--- config.mk ---
export PLATFORM = sky130hd
export DESIGN_NAME = div_unit
export DESIGN_NICKNAME = d
export VERILOG_FILES = /design/src/design/div_pkg.sv /design/src/design/div_if.sv /design/src/design/div_operand_prep.sv /design/src/design/div_iter_core.sv /design/src/design/div_result_fmt.sv /design/src/design/div_unit.sv
export SDC_FILE = /design/constraint.sdc
export NUM_CORES = 1
export LEC_CHECK = 0
export ABC_CLOCK_PERIOD_IN_PS = 28500
export BUFFER_PORTS_ARGS = -buffer_cell sky130_fd_sc_hd__buf_2
export CAP_MARGIN = 15
export CORE_ASPECT_RATIO = 0.5
export CORE_MARGIN = 1
export CORE_UTILIZATION = 35
export DETAILED_ROUTE_END_ITERATION = 10
export GPL_TIMING_DRIVEN = 0
export PLACE_DENSITY_LB_ADDON = 0.15
export SYNTH_ARGS = -nofsm -noshare
export SYNTH_HDL_FRONTEND = slang
export SYNTH_SLANG_ARGS = --single-unit
--- constraint.sdc ---
create_clock -name clk -period 28.5 [get_ports clk]
set_input_delay 2.85 -clock clk [delete_from_list [all_inputs] [get_ports clk]]
set_output_delay 2.85 -clock clk [all_outputs]
set_load 0.005 [all_outputs]
--- src/design/div_pkg.sv ---
package div_pkg;

    // operand and result width.
    localparam int xlen = 64;

    // one quotient bit per clock.
    localparam int iter_count = 64;

    typedef logic [xlen-1:0] xlen_t;

    // narrowed dividend, kept for the special-case results.
    typedef xlen_t div_orig_t;

    typedef enum logic [2:0] {
        DIV   = 3'd0,
        DIVU  = 3'd1,
        REM   = 3'd2,
        REMU  = 3'd3,
        DIVW  = 3'd4,
        DIVUW = 3'd5,
        REMW  = 3'd6,
        REMUW = 3'd7
    } div_op_e;

    typedef enum logic [1:0] {
        SPEC_NONE     = 2'd0,
        SPEC_DIV_ZERO = 2'd1,
        SPEC_OVERFLOW = 2'd2
    } div_special_e;

    // travels with the operation through the divider.
    typedef struct packed {
        logic         neg_quot;
        logic         neg_rem;
        logic         want_rem;
        logic         word;
        div_special_e special;
    } div_tag_t;

endpackage

--- src/design/div_if.sv ---
`timescale 1ns/1ps

// prep to divider core.
interface div_req_if;
    logic               valid;
    div_pkg::xlen_t     dividend_mag;
    div_pkg::xlen_t     divisor_mag;
    div_pkg::div_orig_t orig_dividend;
    div_pkg::div_tag_t  tag;

    modport source (
        output valid, dividend_mag, divisor_mag, orig_dividend, tag
    );

    modport sink (
        input valid, dividend_mag, divisor_mag, orig_dividend, tag
    );
endinterface

// divider core to result formatter.
interface div_res_if;
    logic               valid;
    div_pkg::xlen_t     quotient;
    div_pkg::xlen_t     remainder;
    div_pkg::div_orig_t orig_dividend;
    div_pkg::div_tag_t  tag;

    modport source (
        output valid, quotient, remainder, orig_dividend, tag
    );

    modport sink (
        input valid, quotient, remainder, orig_dividend, tag
    );
endinterface

--- src/design/div_operand_prep.sv ---
`timescale 1ns/1ps

module div_operand_prep (
    input  logic             clk,
    input  logic             rst_n,
    input  logic             start,
    input  div_pkg::div_op_e op,
    input  div_pkg::xlen_t   dividend,
    input  div_pkg::xlen_t   divisor,
    input  logic             accept,
    output logic             pending,
    div_req_if.source        req
);

    logic                  capture;
    logic                  is_word;
    logic                  is_signed;
    logic                  want_rem;
    logic                  a_neg;
    logic                  b_neg;
    logic                  valid_q;
    div_pkg::xlen_t        a_nar;
    div_pkg::xlen_t        b_nar;
    div_pkg::xlen_t        min_neg;
    div_pkg::div_special_e special;
    div_pkg::div_tag_t     tag_d;

    assign capture   = start && accept;
    assign is_word   = op inside {div_pkg::DIVW, div_pkg::DIVUW, div_pkg::REMW, div_pkg::REMUW};
    assign is_signed = op inside {div_pkg::DIV, div_pkg::REM, div_pkg::DIVW, div_pkg::REMW};
    assign want_rem  = op inside {div_pkg::REM, div_pkg::REMU, div_pkg::REMW, div_pkg::REMUW};

    // word forms only see the low 32 bits.
    always_comb begin
        if (!is_word) begin
            a_nar = dividend;
            b_nar = divisor;
        end else if (is_signed) begin
            a_nar = {{32{dividend[31]}}, dividend[31:0]};
            b_nar = {{32{divisor[31]}}, divisor[31:0]};
        end else begin
            a_nar = {32'b0, dividend[31:0]};
            b_nar = {32'b0, divisor[31:0]};
        end
    end

    assign a_neg   = is_signed && a_nar[div_pkg::xlen-1];
    assign b_neg   = is_signed && b_nar[div_pkg::xlen-1];
    assign min_neg = is_word ? {{33{1'b1}}, 31'b0} : {1'b1, {(div_pkg::xlen-1){1'b0}}};

    always_comb begin
        if (b_nar == '0) begin
            special = div_pkg::SPEC_DIV_ZERO;
        end else if (is_signed && a_nar == min_neg && b_nar == '1) begin
            special = div_pkg::SPEC_OVERFLOW;
        end else begin
            special = div_pkg::SPEC_NONE;
        end
        tag_d.neg_quot = a_neg ^ b_neg;
        tag_d.neg_rem  = a_neg;   // remainder follows the dividend.
        tag_d.want_rem = want_rem;
        tag_d.word     = is_word;
        tag_d.special  = special;
    end

    always_ff @(posedge clk or negedge rst_n) begin
        if (!rst_n) begin
            valid_q <= 1'b0;
        end else begin
            valid_q <= capture;
        end
    end

    always_ff @(posedge clk) begin
        if (capture) begin
            req.dividend_mag  <= a_neg ? -a_nar : a_nar;
            req.divisor_mag   <= b_neg ? -b_nar : b_nar;
            req.orig_dividend <= a_nar;
            req.tag           <= tag_d;
        end
    end

    assign req.valid = valid_q;
    assign pending   = valid_q;

    // every 3-bit encoding is an op, so only an unknown value is illegal.
    a_cap_op_legal: assert property (@(posedge clk) disable iff (!rst_n)
        capture |-> !$isunknown(op));

endmodule

--- src/design/div_iter_core.sv ---
`timescale 1ns/1ps

module div_iter_core (
    input  logic      clk,
    input  logic      rst_n,
    div_req_if.sink   req,
    output logic      running,
    div_res_if.source res
);

    localparam int rq_w = 2 * div_pkg::xlen;

    // upper half partial remainder, lower half quotient.
    logic [rq_w-1:0]    rq;
    logic [rq_w-1:0]    rq_shl;
    logic [6:0]         cnt;
    logic               iterating;
    logic               last_iter;
    logic               fits;
    logic               res_valid;
    div_pkg::xlen_t     divisor_q;
    div_pkg::xlen_t     upper_shl;
    div_pkg::div_orig_t orig_q;
    div_pkg::div_tag_t  tag_q;

    assign rq_shl    = {rq[rq_w-2:0], 1'b0};
    assign upper_shl = rq_shl[rq_w-1:div_pkg::xlen];
    assign fits      = upper_shl >= divisor_q;

    assign iterating = running && (cnt < 7'(div_pkg::iter_count));
    assign last_iter = running && (cnt == 7'(div_pkg::iter_count - 1));

    // counter runs two past the last iteration so busy covers done.
    always_ff @(posedge clk or negedge rst_n) begin
        if (!rst_n) begin
            running   <= 1'b0;
            cnt       <= 7'd0;
            res_valid <= 1'b0;
        end else begin
            res_valid <= last_iter;
            if (req.valid) begin
                running <= 1'b1;
                cnt     <= 7'd0;
            end else if (running) begin
                if (cnt == 7'(div_pkg::iter_count + 1)) begin
                    running <= 1'b0;
                end else begin
                    cnt <= cnt + 7'd1;
                end
            end
        end
    end

    always_ff @(posedge clk) begin
        if (req.valid) begin
            rq        <= {{div_pkg::xlen{1'b0}}, req.dividend_mag};
            divisor_q <= req.divisor_mag;
            orig_q    <= req.orig_dividend;
            tag_q     <= req.tag;
        end else if (iterating) begin
            if (fits) begin
                rq <= {upper_shl - divisor_q, rq_shl[div_pkg::xlen-1:1], 1'b1};
            end else begin
                rq <= rq_shl;
            end
        end
    end

    assign res.valid         = res_valid;
    assign res.quotient      = rq[div_pkg::xlen-1:0];
    assign res.remainder     = rq[rq_w-1:div_pkg::xlen];
    assign res.orig_dividend = orig_q;
    assign res.tag           = tag_q;

    // one operation at a time.
    a_req_idle: assert property (@(posedge clk) disable iff (!rst_n)
        req.valid |-> !running);

    // result follows the load by the full iteration count.
    a_res_timing: assert property (@(posedge clk) disable iff (!rst_n)
        res.valid |-> $past(req.valid, div_pkg::iter_count + 1));

endmodule

--- src/design/div_result_fmt.sv ---
`timescale 1ns/1ps

module div_result_fmt (
    input  logic           clk,
    input  logic           rst_n,
    div_res_if.sink        res,
    output logic           done,
    output div_pkg::xlen_t result
);

    logic           neg;
    div_pkg::xlen_t sel;
    div_pkg::xlen_t signed_val;
    div_pkg::xlen_t fixed_val;
    div_pkg::xlen_t final_val;

    always_comb begin
        if (res.tag.want_rem) begin
            sel = res.remainder;
            neg = res.tag.neg_rem;
        end else begin
            sel = res.quotient;
            neg = res.tag.neg_quot;
        end
        signed_val = neg ? -sel : sel;
    end

    // riscv rules for zero divisor and signed overflow.
    always_comb begin
        case (res.tag.special)
            div_pkg::SPEC_DIV_ZERO: begin
                fixed_val = res.tag.want_rem ? res.orig_dividend : '1;
            end
            div_pkg::SPEC_OVERFLOW: begin
                fixed_val = res.tag.want_rem ? '0 : res.orig_dividend;
            end
            default: begin
                fixed_val = signed_val;
            end
        endcase
    end

    // word results always sign-extend, unsigned forms too.
    assign final_val = res.tag.word ? {{32{fixed_val[31]}}, fixed_val[31:0]} : fixed_val;

    always_ff @(posedge clk or negedge rst_n) begin
        if (!rst_n) begin
            done   <= 1'b0;
            result <= '0;
        end else begin
            done <= res.valid;
            if (res.valid) begin
                result <= final_val;
            end
        end
    end

    a_done_single: assert property (@(posedge clk) disable iff (!rst_n)
        done |=> !done);

endmodule

--- src/design/div_unit.sv ---
`timescale 1ns/1ps

module div_unit (
    input  logic             clk,
    input  logic             rst_n,
    input  logic             start,
    input  div_pkg::div_op_e op,
    input  div_pkg::xlen_t   dividend,
    input  div_pkg::xlen_t   divisor,
    output logic             busy,
    output logic             done,
    output div_pkg::xlen_t   result
);

    logic pending;
    logic running;
    logic accept;

    div_req_if req_if ();
    div_res_if res_if ();

    // busy spans prep capture through the done cycle.
    assign busy   = pending | running;
    assign accept = ~busy;

    div_operand_prep u_prep (
        .clk      (clk),
        .rst_n    (rst_n),
        .start    (start),
        .op       (op),
        .dividend (dividend),
        .divisor  (divisor),
        .accept   (accept),
        .pending  (pending),
        .req      (req_if.source)
    );

    div_iter_core u_core (
        .clk     (clk),
        .rst_n   (rst_n),
        .req     (req_if.sink),
        .running (running),
        .res     (res_if.source)
    );

    div_result_fmt u_fmt (
        .clk    (clk),
        .rst_n  (rst_n),
        .res    (res_if.sink),
        .done   (done),
        .result (result)
    );

endmodule

==> flow_summary.toml <==
[clock_tree]
cts_setup_buffers = 0
cts_tree = "done"
post_cts_resized = 0
clk-insertion-delay-late_ps = 640
cts.sink_count = 534
root_buffer = "clkbuf_16"
ctsHoldBuffers = 0
cts.clk_slew.worst_paths_ps = 70
htreeDepth = 2
cts_buffers = 52
clockBufferDepth = 3

[worst_setup_path]
path_cells = "buf_2, clkbuf_1, clkbuf_1, clkbuf_1, clkbuf_1, clkbuf_1, nor2_1"
worst-endpoint-arrival_ps = 6810
critPathLaunchType = "input port"
path_class = "in -> reg"
slowest_delay_ps = 820
ff2ff_path_depth = 18
cp_slowest_cell = "clkbuf_1"
r2r-end = "u_fmt.result[62]"
rr_startpoint = "u_core.res.tag[3]"
worstPathBufferInverterCount = 6
cp_top_family = "buffers and inverters"
cp-startpoint = "op[2]"
end_kind = "flip-flop"
r2r_setup_slack_ps = 22050
crit_top_cell = "clkbuf_1"
crit_required_ps = 28830
path_max_fanout = 10

[synthesis]
synth_cells = 3012
yosysSeqAreaShare_pct = 50.0
synth_warnings = 0
syn_area_per_cell_um2 = 9.98
synth-async-reset-ratio_pct = 14.0
synth_cell_type_count = 84
syn_nets = 3219
yosys_most_used_dff = "edfxtp_1"
synth_seq_cells = 534
synth_edf_count = 395
synth_area_mm2 = 0.0301

[sta]
finalHoldViolations = 0
tightest_slew_ps = 1310
period_share_pct = 22.7
slew_violations = 0
min_period_ps = 6480
setup_viol = 0
slew_headroom_pct = 12.9
rsz0062_at_grt = "false"
layout_setup_ws_ps = 22020
clock_skew_ps = 32.4
fmax_ghz = 0.154
hold_slack_ps = 383
setup_tns_ps = 0

[drt]
num_vias = 26000
drc_errors = 0
drt-initial-drc-count = 2869
wirelength_mm = 122
drtAntennaViolNets = 0
drt-pass1-iter-count = 6
via_per_inst = 5.85
wl_per_cell_um = 27.4

[power_and_ir_drop]
p_int_mw = 1.77
p_sw_mw = 1.28
peakVddDrop_mv = 0.0481
comb_power_share_pct = 35.7
p_per_area_mw_per_mm2 = 88.4
sw_frac_of_total_pct = 41.9
pwr-share-seq_pct = 40.6
power_leakage_nw = 13.1
clockPowerShare_pct = 23.7

[hold_path]
hp-class = "reg -> reg"
whs_endpoint = "u_fmt.done"
holdCritStartpoint = "u_core.res.valid"
holdPathStages = 0

[placed_design]
dp.cells = 4337
hpwl_mm = 97.0
gp_congestion = 1.00
post-place-ws_ps = 21500
port_buffers = 197

[status]
status = "completed"

[floorplanning]
core.rowCount = 75
die_w_um = 416
io_pins = 200
start_util_pct = 35.6
core_mm2 = 0.0845
die_area_mm2 = 0.0871
die_h_um = 209

[finish]
drive_gt1_share_pct = 12.8
fin_cells = 4441
utilization_pct = 40.8
num-nets-final = 3482
syn2layout_area_growth_pct = 14.8

[global_routing]
grt_max_degree = 68
grt_pass1_vias = 24500
antenna_found_initial = 10
grt_usage_pct = 27.4
gr-total-overflow = 0
grt_pass1_wl_mm = 173

[run]
cap_violations = 0
## registers in the layout (all words and copies together) (netlist names)
register / cells
u_fmt.result: 64
u_core.res.tag: 6
u_core.running: 1
u_core.divisor_q: 64
u_fmt.done: 1
u_prep.req.orig_dividend: 64
u_prep.req.dividend_mag: 63
u_prep.pending: 1
u_prep.req.tag: 6
u_core.cnt: 7
u_core.res.valid: 1
u_prep.req.divisor_mag: 64
u_core.rq: 128
u_core.res.orig_dividend: 64
## per-stage QoR
step                      area (µm²)  power (mW)
after detailed placement       32700        2.30
after global routing           34500        3.18
final                          34500        3.05
after floorplan                30100        1.83
after CTS                      34500        3.02
after global placement         32400        2.30
## cells in the mapped netlist, types with 63 or more instances
master | instances | area, µm²
dfrtp_1 | 75 | 1880
xnor2_1 | 118 | 1030
nand2_1 | 243 | 912
nor3_1 | 88 | 440
a31oi_1 | 63 | 394
mux2_2 | 75 | 845
xor2_1 | 102 | 893
nor2_1 | 307 | 1150
inv_1 | 126 | 473
edfxtp_1 | 395 | 11900
a21oi_1 | 226 | 1130
o21ai_0 | 222 | 1110
clkbuf_1 | 135 | 507
dfxtp_1 | 64 | 1280
mux2i_1 | 65 | 651
ha_1 | 72 | 901
## kinds of logic after synthesis
group           Yosys count  share of synthesized area (%)
simple gates            939                           15.0
compound gates          805                           16.7
flops                   534                           50.0
buf+inv                 301                           3.84
xor+xnor                220                           6.41
mux                     140                           4.98
fa+ha+maj                73                           3.06
## placed cells by master (no fill, tap or decap), types with 65 or more instances in the layout
cell | synthesis | routed
a21oi_1 | 226 | 226
buf_2 | 14 | 210
clkbuf_1 | 135 | 139
dfrtp_1 | 75 | 74
edfxtp_1 | 395 | 395
ha_1 | 72 | 72
inv_1 | 126 | 125
mux2_2 | 75 | 75
mux2i_1 | 65 | 65
nand2_1 | 243 | 243
nor2_1 | 307 | 306
nor3_1 | 88 | 88
o21ai_0 | 222 | 222
xnor2_1 | 118 | 118
xor2_1 | 102 | 102
## layout make-up
| type | instances | area, µm² |
|---|---|---|
| multi-input combinational | 2177 | 13900 |
| inverter | 127 | 479 |
| clock buffer | 65 | 1440 |
| clock inverter | 32 | 313 |
| sequential | 534 | 15000 |
| tap | 1116 | 1400 |
| fill | 8408 | 50000 |
| buffer | 174 | 678 |
| timing repair buffer | 209 | 1260 |
| antenna | 7 | 17.5 |
## metal layers
layer	vias up	share of wire (%)	track usage [%]
met4	2	3.5	9.11
met3	187	7.6	3.74
met5	-	0.0074	0
met2	1180	43	41.9
li1	11700	-	-
met1	12900	46	39.9
## power groups by stage
| stage | combinational [mW] | sequential (mW) | clock, mW |
|---|---|---|---|
| after global routing | 1.18 | 1.24 | 0.762 |
| final | 1.09 | 1.24 | 0.722 |
| after CTS | 1.07 | 1.22 | 0.734 |
| after detailed placement | 1.06 | 1.23 | 0 |
| after floorplan | 0.742 | 1.08 | 0 |
| after global placement | 1.05 | 1.24 | 0 |
## worst max-delay path by stage
stage	to	slack (ps)	cells past startpoint
floorplan	u_prep.pending	16380	4
global placement	u_prep.pending	9720	4
detailed placement	u_prep.req.tag[1]	21500	10
CTS	u_prep.req.divisor_mag[59]	22160	7
global route	u_prep.req.tag[1]	21810	10
finish	u_prep.req.divisor_mag[55]	22020	7
Note: power is estimated with default switching activity, not from simulation.
